[src/hw/cache_geom_pkg.sv]
package cache_geom_pkg;

  // Cache organisation
  localparam int ways       = 4;
  localparam int sets       = 16;
  localparam int index_bits = $clog2(sets);
  localparam int way_bits   = $clog2(ways);
  localparam int addr_bits  = 32;
  localparam int line_bits  = 256;

  // Line states, stable and transient
  // isad/isd wait for our own GetS and then its data
  // srd/ird wait for our own snoop data to appear on the response bus
  typedef enum logic [2:0] {
    st_i,
    st_isad,
    st_isd,
    st_s,
    st_e,
    st_srd,
    st_ird
  } line_state_e;

  // One state per way, read view of a single set
  typedef line_state_e [ways-1:0] set_states_t;

  typedef logic [ways-1:0]     way_vec_t;
  typedef logic [way_bits-1:0] way_idx_t;

  // Single state write, way is one-hot
  typedef struct packed {
    logic                  valid;
    logic [index_bits-1:0] index;
    way_vec_t              way;
    line_state_e           state;
  } state_wr_t;

endpackage

[src/hw/coh_bus_pkg.sv]
package coh_bus_pkg;

  // Caches on the bus, the value itself addresses memory
  localparam int num_cache = 4;

  typedef logic [$clog2(num_cache+1)-1:0] cache_id_t;

  // Request bus opcodes
  typedef enum logic [1:0] {
    op_none,
    op_gets,
    op_getm
  } bus_op_e;

  // Response bus data kinds
  typedef enum logic {
    rk_data,
    rk_exclusive
  } resp_kind_e;

  typedef struct packed {
    logic                                valid;
    cache_id_t                           source;
    logic [cache_geom_pkg::addr_bits-1:0] addr;
    bus_op_e                             bus_op;
  } req_msg_t;

  typedef struct packed {
    logic                                 valid;
    cache_id_t                            source;
    cache_geom_pkg::way_idx_t             way;
    cache_id_t                            destination;
    logic                                 memory_flag;
    logic [cache_geom_pkg::addr_bits-1:0] addr;
    logic [cache_geom_pkg::line_bits-1:0] data;
    resp_kind_e                           kind;
  } resp_msg_t;

  typedef struct packed {
    logic                                 read;
    logic [cache_geom_pkg::addr_bits-1:0] addr;
  } cpu_req_t;

  // Way vectors from the tag lookup, each one-hot or zero
  typedef struct packed {
    cache_geom_pkg::way_vec_t cache_hit;
    cache_geom_pkg::way_vec_t bus_hit;
    cache_geom_pkg::way_vec_t evict;
  } way_hits_t;

endpackage

[src/hw/miss_requester.sv]
`timescale 1ns/10ps

module miss_requester #(
  parameter int cache_id = 0
) (
  input  logic                        clk,
  input  logic                        rst,
  input  coh_bus_pkg::cpu_req_t       cpu,
  input  coh_bus_pkg::way_hits_t      hits,
  input  cache_geom_pkg::set_states_t cpu_states,
  input  logic                        req_bus_gnt,
  output cache_geom_pkg::state_wr_t   cpu_wr,
  output logic                        req_bus_req,
  output coh_bus_pkg::req_msg_t       req_bus_tx,
  output logic                        dfp_resp
);

  import cache_geom_pkg::*;
  import coh_bus_pkg::*;

  logic                 evict_free;
  logic                 hit_valid;
  logic                 miss_go;
  logic                 req_q;
  logic [addr_bits-1:0] addr_q;

  // Victim way free for a fill, or a readable hit
  always_comb begin
    evict_free = 1'b0;
    hit_valid  = 1'b0;
    for (int w = 0; w < ways; w++) begin
      if (hits.evict[w] && cpu_states[w] == st_i) begin
        evict_free = 1'b1;
      end
      if (hits.cache_hit[w] && (cpu_states[w] == st_s || cpu_states[w] == st_e)) begin
        hit_valid = 1'b1;
      end
    end
  end

  // Only one GetS outstanding at a time
  assign miss_go  = cpu.read && evict_free && !req_q;
  assign dfp_resp = cpu.read && hit_valid;

  always_comb begin
    cpu_wr.valid = miss_go;
    cpu_wr.index = cpu.addr[index_bits-1:0];
    cpu_wr.way   = hits.evict;
    cpu_wr.state = st_isad;
  end

  // Request held until the arbiter grants it
  always_ff @(posedge clk) begin
    if (rst) begin
      req_q <= 1'b0;
    end else if (miss_go) begin
      req_q <= 1'b1;
    end else if (req_q && req_bus_gnt) begin
      req_q <= 1'b0;
    end
  end

  always_ff @(posedge clk) begin
    if (miss_go) begin
      addr_q <= cpu.addr;
    end
  end

  assign req_bus_req = req_q;

  always_comb begin
    req_bus_tx.valid  = req_q;
    req_bus_tx.source = cache_id_t'(cache_id);
    req_bus_tx.addr   = addr_q;
    req_bus_tx.bus_op = req_q ? op_gets : op_none;
  end

endmodule

[src/hw/line_state_store.sv]
`timescale 1ns/10ps

module line_state_store (
  input  logic                                  clk,
  input  logic                                  rst,
  input  logic [cache_geom_pkg::index_bits-1:0] cpu_index,
  input  logic [cache_geom_pkg::index_bits-1:0] req_index,
  input  logic [cache_geom_pkg::index_bits-1:0] resp_index,
  input  cache_geom_pkg::state_wr_t             cpu_wr,
  input  cache_geom_pkg::state_wr_t             snoop_wr,
  input  logic                                  invalidate_req,
  input  cache_geom_pkg::way_vec_t              inval_way,
  output cache_geom_pkg::set_states_t           cpu_states,
  output cache_geom_pkg::set_states_t           req_states,
  output cache_geom_pkg::set_states_t           resp_states,
  output logic                                  invalidate_resp
);

  import cache_geom_pkg::*;

  set_states_t state_q [sets];
  logic        inval_req_q;
  logic        inval_hit;

  // Three independent read ports
  assign cpu_states  = state_q[cpu_index];
  assign req_states  = state_q[req_index];
  assign resp_states = state_q[resp_index];

  // Later assignments win, so the order sets the write priority
  always_ff @(posedge clk) begin
    if (rst) begin
      for (int s = 0; s < sets; s++) begin
        for (int w = 0; w < ways; w++) begin
          state_q[s][w] <= st_i;
        end
      end
    end else begin
      for (int w = 0; w < ways; w++) begin
        if (cpu_wr.valid && cpu_wr.way[w]) begin
          state_q[cpu_wr.index][w] <= cpu_wr.state;
        end
        if (snoop_wr.valid && snoop_wr.way[w]) begin
          state_q[snoop_wr.index][w] <= snoop_wr.state;
        end
        // Back invalidation from the outer level beats both
        if (invalidate_req && inval_way[w]) begin
          state_q[cpu_index][w] <= st_i;
        end
      end
    end
  end

  // Acknowledge only the first cycle of a request that hits
  assign inval_hit = invalidate_req && (|inval_way) && !inval_req_q;

  always_ff @(posedge clk) begin
    if (rst) begin
      inval_req_q     <= 1'b0;
      invalidate_resp <= 1'b0;
    end else begin
      inval_req_q     <= invalidate_req;
      invalidate_resp <= inval_hit;
    end
  end

endmodule

[src/hw/snoop_controller.sv]
`timescale 1ns/10ps

module snoop_controller #(
  parameter int cache_id = 0
) (
  input  logic                                 clk,
  input  logic                                 rst,
  input  coh_bus_pkg::req_msg_t                req_bus_msg,
  input  coh_bus_pkg::resp_msg_t               resp_bus_msg,
  input  coh_bus_pkg::way_hits_t               hits,
  input  cache_geom_pkg::set_states_t          req_states,
  input  cache_geom_pkg::set_states_t          resp_states,
  input  logic [cache_geom_pkg::line_bits-1:0] bus_rdata,
  output cache_geom_pkg::state_wr_t            snoop_wr,
  output logic                                 req_bus_busy,
  output logic                                 resp_bus_req,
  output coh_bus_pkg::resp_msg_t               resp_bus_tx,
  output logic [cache_geom_pkg::line_bits-1:0] dfp_rdata
);

  import cache_geom_pkg::*;
  import coh_bus_pkg::*;

  logic                 own_req;
  logic                 own_resp;
  logic                 busy_q;
  logic                 busy_d;
  logic                 resp_req_q;
  logic                 resp_req_d;

  // Snoop data capture for the response bus
  logic                 send;
  logic                 send_flag;
  way_idx_t             send_way;
  way_idx_t             way_q;
  cache_id_t            dest_q;
  logic                 flag_q;
  logic [addr_bits-1:0] addr_q;
  logic [line_bits-1:0] data_q;

  assign own_req  = req_bus_msg.source == cache_id_t'(cache_id);
  assign own_resp = resp_bus_msg.source == cache_id_t'(cache_id);

  always_comb begin
    snoop_wr   = '0;
    busy_d     = busy_q;
    resp_req_d = resp_req_q;
    send       = 1'b0;
    send_flag  = 1'b0;
    send_way   = '0;
    dfp_rdata  = '0;

    // Request bus first, response bus only in a quiet cycle
    if (req_bus_msg.valid) begin
      snoop_wr.index = req_bus_msg.addr[index_bits-1:0];
      for (int w = 0; w < ways; w++) begin
        case (req_states[w])
          st_isad: begin
            // Our GetS won the bus, now wait for data
            if (own_req && req_bus_msg.bus_op == op_gets && hits.evict[w]) begin
              snoop_wr.valid  = 1'b1;
              snoop_wr.way[w] = 1'b1;
              snoop_wr.state  = st_isd;
              busy_d          = 1'b1;
            end
          end
          st_s: begin
            if (!own_req && req_bus_msg.bus_op == op_getm && hits.bus_hit[w]) begin
              snoop_wr.valid  = 1'b1;
              snoop_wr.way[w] = 1'b1;
              snoop_wr.state  = st_i;
            end
          end
          st_e: begin
            // Exclusive owner supplies the line
            if (!own_req && hits.bus_hit[w] &&
                (req_bus_msg.bus_op == op_gets || req_bus_msg.bus_op == op_getm)) begin
              snoop_wr.valid  = 1'b1;
              snoop_wr.way[w] = 1'b1;
              snoop_wr.state  = (req_bus_msg.bus_op == op_gets) ? st_srd : st_ird;
              send            = 1'b1;
              send_flag       = req_bus_msg.bus_op == op_gets;
              send_way        = way_idx_t'(w);
              resp_req_d      = 1'b1;
            end
          end
          default: begin
          end
        endcase
      end
    end else if (resp_bus_msg.valid) begin
      snoop_wr.index = resp_bus_msg.addr[index_bits-1:0];
      for (int w = 0; w < ways; w++) begin
        case (resp_states[w])
          st_isd: begin
            // Fill for our outstanding GetS
            if (resp_bus_msg.destination == cache_id_t'(cache_id) && hits.evict[w]) begin
              snoop_wr.valid  = 1'b1;
              snoop_wr.way[w] = 1'b1;
              snoop_wr.state  = (resp_bus_msg.kind == rk_exclusive) ? st_e : st_s;
              busy_d          = 1'b0;
              dfp_rdata       = resp_bus_msg.data;
            end
          end
          st_srd, st_ird: begin
            // Our own snoop data went out
            if (own_resp && resp_bus_msg.way == way_idx_t'(w)) begin
              snoop_wr.valid  = 1'b1;
              snoop_wr.way[w] = 1'b1;
              snoop_wr.state  = (resp_states[w] == st_srd) ? st_s : st_i;
              resp_req_d      = 1'b0;
            end
          end
          default: begin
          end
        endcase
      end
    end
  end

  always_ff @(posedge clk) begin
    if (rst) begin
      busy_q     <= 1'b0;
      resp_req_q <= 1'b0;
    end else begin
      busy_q     <= busy_d;
      resp_req_q <= resp_req_d;
    end
  end

  always_ff @(posedge clk) begin
    if (send) begin
      way_q  <= send_way;
      dest_q <= req_bus_msg.source;
      flag_q <= send_flag;
      addr_q <= req_bus_msg.addr;
      data_q <= bus_rdata;
    end
  end

  assign req_bus_busy = busy_q;
  assign resp_bus_req = resp_req_q;

  always_comb begin
    resp_bus_tx.valid       = resp_req_q;
    resp_bus_tx.source      = cache_id_t'(cache_id);
    resp_bus_tx.way         = way_q;
    resp_bus_tx.destination = dest_q;
    resp_bus_tx.memory_flag = flag_q;
    resp_bus_tx.addr        = addr_q;
    resp_bus_tx.data        = data_q;
    resp_bus_tx.kind        = rk_data;
  end

endmodule

[src/hw/icache_coherence.sv]
`timescale 1ns/10ps

module icache_coherence #(
  parameter int cache_id = 0
) (
  input  logic                                 clk,
  input  logic                                 rst,
  // CPU side
  input  coh_bus_pkg::cpu_req_t                cpu,
  input  coh_bus_pkg::way_hits_t               hits,
  output logic                                 dfp_resp,
  output logic [cache_geom_pkg::line_bits-1:0] dfp_rdata,
  input  logic [cache_geom_pkg::line_bits-1:0] bus_rdata,
  // Request bus
  input  coh_bus_pkg::req_msg_t                req_bus_msg,
  output coh_bus_pkg::req_msg_t                req_bus_tx,
  input  logic                                 req_bus_gnt,
  output logic                                 req_bus_req,
  output logic                                 req_bus_busy,
  // Response bus
  input  coh_bus_pkg::resp_msg_t               resp_bus_msg,
  output coh_bus_pkg::resp_msg_t               resp_bus_tx,
  input  logic                                 resp_bus_gnt,
  output logic                                 resp_bus_req,
  // Inclusive outer level
  input  logic                                 invalidate_req,
  output logic                                 invalidate_resp
);

  import cache_geom_pkg::*;

  set_states_t cpu_states;
  set_states_t req_states;
  set_states_t resp_states;
  state_wr_t   cpu_wr;
  state_wr_t   snoop_wr;

  miss_requester #(
    .cache_id (cache_id)
  ) i_miss_requester (
    .clk         (clk),
    .rst         (rst),
    .cpu         (cpu),
    .hits        (hits),
    .cpu_states  (cpu_states),
    .req_bus_gnt (req_bus_gnt),
    .cpu_wr      (cpu_wr),
    .req_bus_req (req_bus_req),
    .req_bus_tx  (req_bus_tx),
    .dfp_resp    (dfp_resp)
  );

  line_state_store i_line_state_store (
    .clk             (clk),
    .rst             (rst),
    .cpu_index       (cpu.addr[index_bits-1:0]),
    .req_index       (req_bus_msg.addr[index_bits-1:0]),
    .resp_index      (resp_bus_msg.addr[index_bits-1:0]),
    .cpu_wr          (cpu_wr),
    .snoop_wr        (snoop_wr),
    .invalidate_req  (invalidate_req),
    .inval_way       (hits.cache_hit),
    .cpu_states      (cpu_states),
    .req_states      (req_states),
    .resp_states     (resp_states),
    .invalidate_resp (invalidate_resp)
  );

  snoop_controller #(
    .cache_id (cache_id)
  ) i_snoop_controller (
    .clk          (clk),
    .rst          (rst),
    .req_bus_msg  (req_bus_msg),
    .resp_bus_msg (resp_bus_msg),
    .hits         (hits),
    .req_states   (req_states),
    .resp_states  (resp_states),
    .bus_rdata    (bus_rdata),
    .snoop_wr     (snoop_wr),
    .req_bus_busy (req_bus_busy),
    .resp_bus_req (resp_bus_req),
    .resp_bus_tx  (resp_bus_tx),
    .dfp_rdata    (dfp_rdata)
  );

endmodule

[config.mk]
export PLATFORM = sky130hd
export DESIGN_NAME = icache_coherence
export DESIGN_NICKNAME = d
export VERILOG_FILES = /design/src/hw/cache_geom_pkg.sv /design/src/hw/coh_bus_pkg.sv /design/src/hw/miss_requester.sv /design/src/hw/line_state_store.sv /design/src/hw/snoop_controller.sv /design/src/hw/icache_coherence.sv
export SDC_FILE = /design/constraint.sdc
export NUM_CORES = 1
export LEC_CHECK = 0
export BUFFER_PORTS_ARGS = -buffer_cell sky130_fd_sc_hd__buf_4
export CORE_AREA = 2 2 484 486
export DETAILED_ROUTE_END_ITERATION = 16
export DIE_AREA = 0 0 486 488
export PLACE_DENSITY = 0.39
export SLEW_MARGIN = 10
export SYNTH_ARGS = -nofsm -noshare
export SYNTH_HDL_FRONTEND = slang
export SYNTH_SLANG_ARGS = --single-unit
[constraint.sdc]
create_clock -name clk -period 11.51 [get_ports clk]
set_input_delay 1.7265 -clock clk [delete_from_list [all_inputs] [get_ports clk]]
set_output_delay 1.7265 -clock clk [all_outputs]
set_load 0.01 [all_outputs]
==> metrics.csv <==
stage,metric,value,unit
status,status,completed,
synthesis,syn_inst,1931,
sta,rsz0062_at_grt,no,
worst_hold_path,hold_path_class,flop to flop,
drt,drt_iter0_markers,2680,
clocking,path_clk_slew,0.06,ns
drt,via_per_inst,3.80,
placement,dpl_cell_area,38800,um^2
pwr,power.density,130,nW/um^2
grt,grt_max_degree,258,
final_layout,final_cell_mix,"buf_4 (1228), edfxtp_1 (518), and2_1 (264)",
clocking,postCtsSetupRepairBufs,0,
critical_path,cp-start-kind,input pin,
synthesis,synth.top_cell.area_share,59.1,%
final_layout,regArea,15700,um^2
synthesis,synth_async_sr_flop_share,0,%
final_layout,final_common_cell,buf_4,
synthesis,synth.area.top_cells,"edfxtp_1 (59%), mux4_2 (12%), and2_1 (6.3%)",
final_layout,fin_area,41300,um^2
synthesis,synth-seq-cells,523,
synthesis,synth-main-ff-cell,edfxtp_1,
synthesis,synth_area,26300,um^2
floorplan,fp.dieH,488,um
pwr,leakagePower,15.7,nW
grt,antenna_found_initial,115,
synthesis,avgSynthCellArea,13.6,um^2
critical_path,reg2regPathDepth,8,
clocking,cts-buffers-inserted,71,
synthesis,seq_area_frac_synth,59.5,%
critical_path,path_class,input pin to primary output,
clocking,insertion_delay,0.69,ns
clocking,postCtsHoldBufs,0,
critical_path,crit_path_end_kind,primary output,
floorplan,fp.dieW,486,um
sta,max_freq,123,MHz
sta,slew_headroom,19.3,%
drt,drc,0,
final_layout,num-nets-final,3733,
final_layout,layout-drive-gt1-share,48.5,%
clocking,clockRootBuffer,clkbuf_16,
final_layout,area_growth,57.0,%
floorplan,io_pins,1241,
floorplan,die_area,237000,um^2
grt,grtUsageTotal,18.1,%
clocking,clock-sinks,523,
sta,period_minus_slack,8.16,ns
grt,overflow,0,
critical_path,cp_data_arrival_time,6.43,ns
floorplan,rows,177,
sta,timing.final.max_slew_violations,0,
sta,clock_skew,0.0600,ns
sta,worstMarginPinSlew,1.21,ns
drt,ant_nets,0,
sta,setup_violations,0,
critical_path,cp_max_fo,257,
drt,drt_first_pass_iters,6,
floorplan,start_util,11.3,%
clocking,cts_buffer_depth,3,
placement,dp_hpwl,190000,um
synthesis,ys_warn_count,0,
synthesis,yosysUniqueCellTypes,76,
placement,place.gp.congestion,1.02,
sta,fin_tns_setup,0,ns
final_layout,multi_input_area,9930,um^2
sta,timing.final.crit_share,70.9,%
synthesis,yosysTopAreaCell,edfxtp_1,
grt,grt_pass1_vias,22073,
grt,grt_first_pass_wirelength,273000,um
placement,place.port_buffers,1202,
floorplan,coreArea,232000,um^2
clocking,htreeDepth,3,
clocking,cts_resized,0,
synthesis,synth_edf_count,518,
clocking,cts_tree,done,
critical_path,required,9.78,ns
sta,hold_viol,0,
worst_hold_path,hold-path-cell-count,1,
drt,post_drt_wl_per_cell,36.0,um
drt,routed_wl,225000,um
job,cap_violations,0,
pwr,ir_drop,0.0984,mV
final_layout,fillers,25582,
drt,dr_total_vias,23722,
[sequential cells by signal (all words and copies together) (netlist names), 2 cells and up]
register and count:
i_line_state_store.state_q 192, i_snoop_controller.addr_q 32, i_snoop_controller.dest_q 3, i_snoop_controller.data_q 256, i_miss_requester.addr_q 32, i_snoop_controller.way_q 2
[path summary, 6_finish.rpt]
| path | start | slack (ns) | end |
|---|---|---|---|
| min reg2reg | i_line_state_store.inval_req_q$_SDFF_PP0_ | 0.47 | i_line_state_store.invalidate_resp$_SDFF_PP0_ |
| max reg2reg | i_line_state_store.state_q[12][1]$_SDFFCE_PN0P_ | 6.74 | i_snoop_controller.data_q[69]$_DFFE_PP_ |
| max | resp_bus_msg[257] | 3.35 | dfp_rdata[59] |
| min | i_line_state_store.inval_req_q$_SDFF_PP0_ | 0.47 | i_line_state_store.invalidate_resp$_SDFF_PP0_ |
[synthesized netlist by cell type, types with 3 or more instances]
cell,n
or2_2,12
nor4b_1,5
o31ai_1,10
nand2_1,112
nor2_1,154
nor2b_1,23
clkbuf_1,70
a22o_1,8
dfxtp_1,5
and2_1,264
o2111ai_1,4
a21o_1,5
nand2b_1,24
mux4_2,136
or3_1,8
o211ai_1,62
buf_1,13
nand4_1,11
o21ai_1,30
a22oi_1,11
nor4_1,5
o21ai_0,17
a21oi_1,30
inv_1,23
mux2i_1,84
mux2_2,14
and3_1,6
a31oi_1,6
nor3_1,59
nand3_1,33
buf_4,22
a2111oi_0,3
o221ai_1,16
a21boi_1,4
a221oi_1,13
edfxtp_1,518
buf_2,47
nor3b_1,8
and3b_1,4
xnor2_1,6
[area by class of cell]
| cell class | count | share of cell area [%] |
|---|---|---|
| sequential | 523 | 37.9 |
| multi-input combinational | 1236 | 24.1 |
| timing repair buffer | 1231 | 22.5 |
| tap | 3043 | 9.22 |
| clock buffer | 81 | 4.44 |
| clock inverter | 49 | 1.31 |
| antenna | 58 | 0.351 |
| inverter | 25 | 0.245 |
[power breakdown]
group	internal, mW	total [mW]	switching (mW)
Combinational	0.327	0.812	0.486
Sequential	2.19	2.25	0.0566
Clock	1.34	2.33	0.986
Total	3.85	5.38	1.53
[stage by stage]
| step | cells | util [%] | worst slack (ns) | power (mW) | hold WS, ns |
|---|---|---|---|---|---|
| 3_5_place_dp | 6058 | 16.7 | 3.49 | 3.09 | 0.453 |
| 5_1_grt | 6200 | 17.8 | 3.26 | 5.56 | 0.489 |
| 3_3_place_gp | 6058 | 16.7 | 3.50 | 3.09 | 0.462 |
| 6_report | 6246 | 17.8 | 3.35 | 5.38 | 0.469 |
| 2_1_floorplan | 1938 | - | 1.49 | 2.57 | 0.373 |
| 4_1_cts | 6188 | 17.7 | 3.46 | 5.47 | 0.455 |
[logic make-up (layout without fill, tap and decap cells)]
family          after synthesis  after routing  synth area share [%]
compound gates              250            250                  6.77
xor+xnor                      6              6                 0.200
fa+ha+maj                     2              2                0.0951
buf+inv                     179           1386                  3.15
flops                       523            523                  59.5
mux                         234            234                  15.4
other cells                   1             66                0.0143
simple gates                736            736                  14.8
[per-layer routing]
layer	up-vias	track usage, %	routed length, um
met4	40	2.07	2700
met1	12192	26.2	106000
met2	1484	26.4	95600
met3	239	6.00	20700
li1	9767	-	-
met5	-	0.592	359
[critical path, stage by stage]
cell and delay (ns):
buf_4 0.23, buf_4 0.67, mux4_2 0.59, nand2b_1 0.19, a22o_1 0.25, a22o_1 0.32
nor3b_1 0.45, a21oi_1 0.14, a21oi_4 0.20, buf_12 0.60, and2_1 0.63, buf_4 0.23
Power figures use the tool's default switching activity.
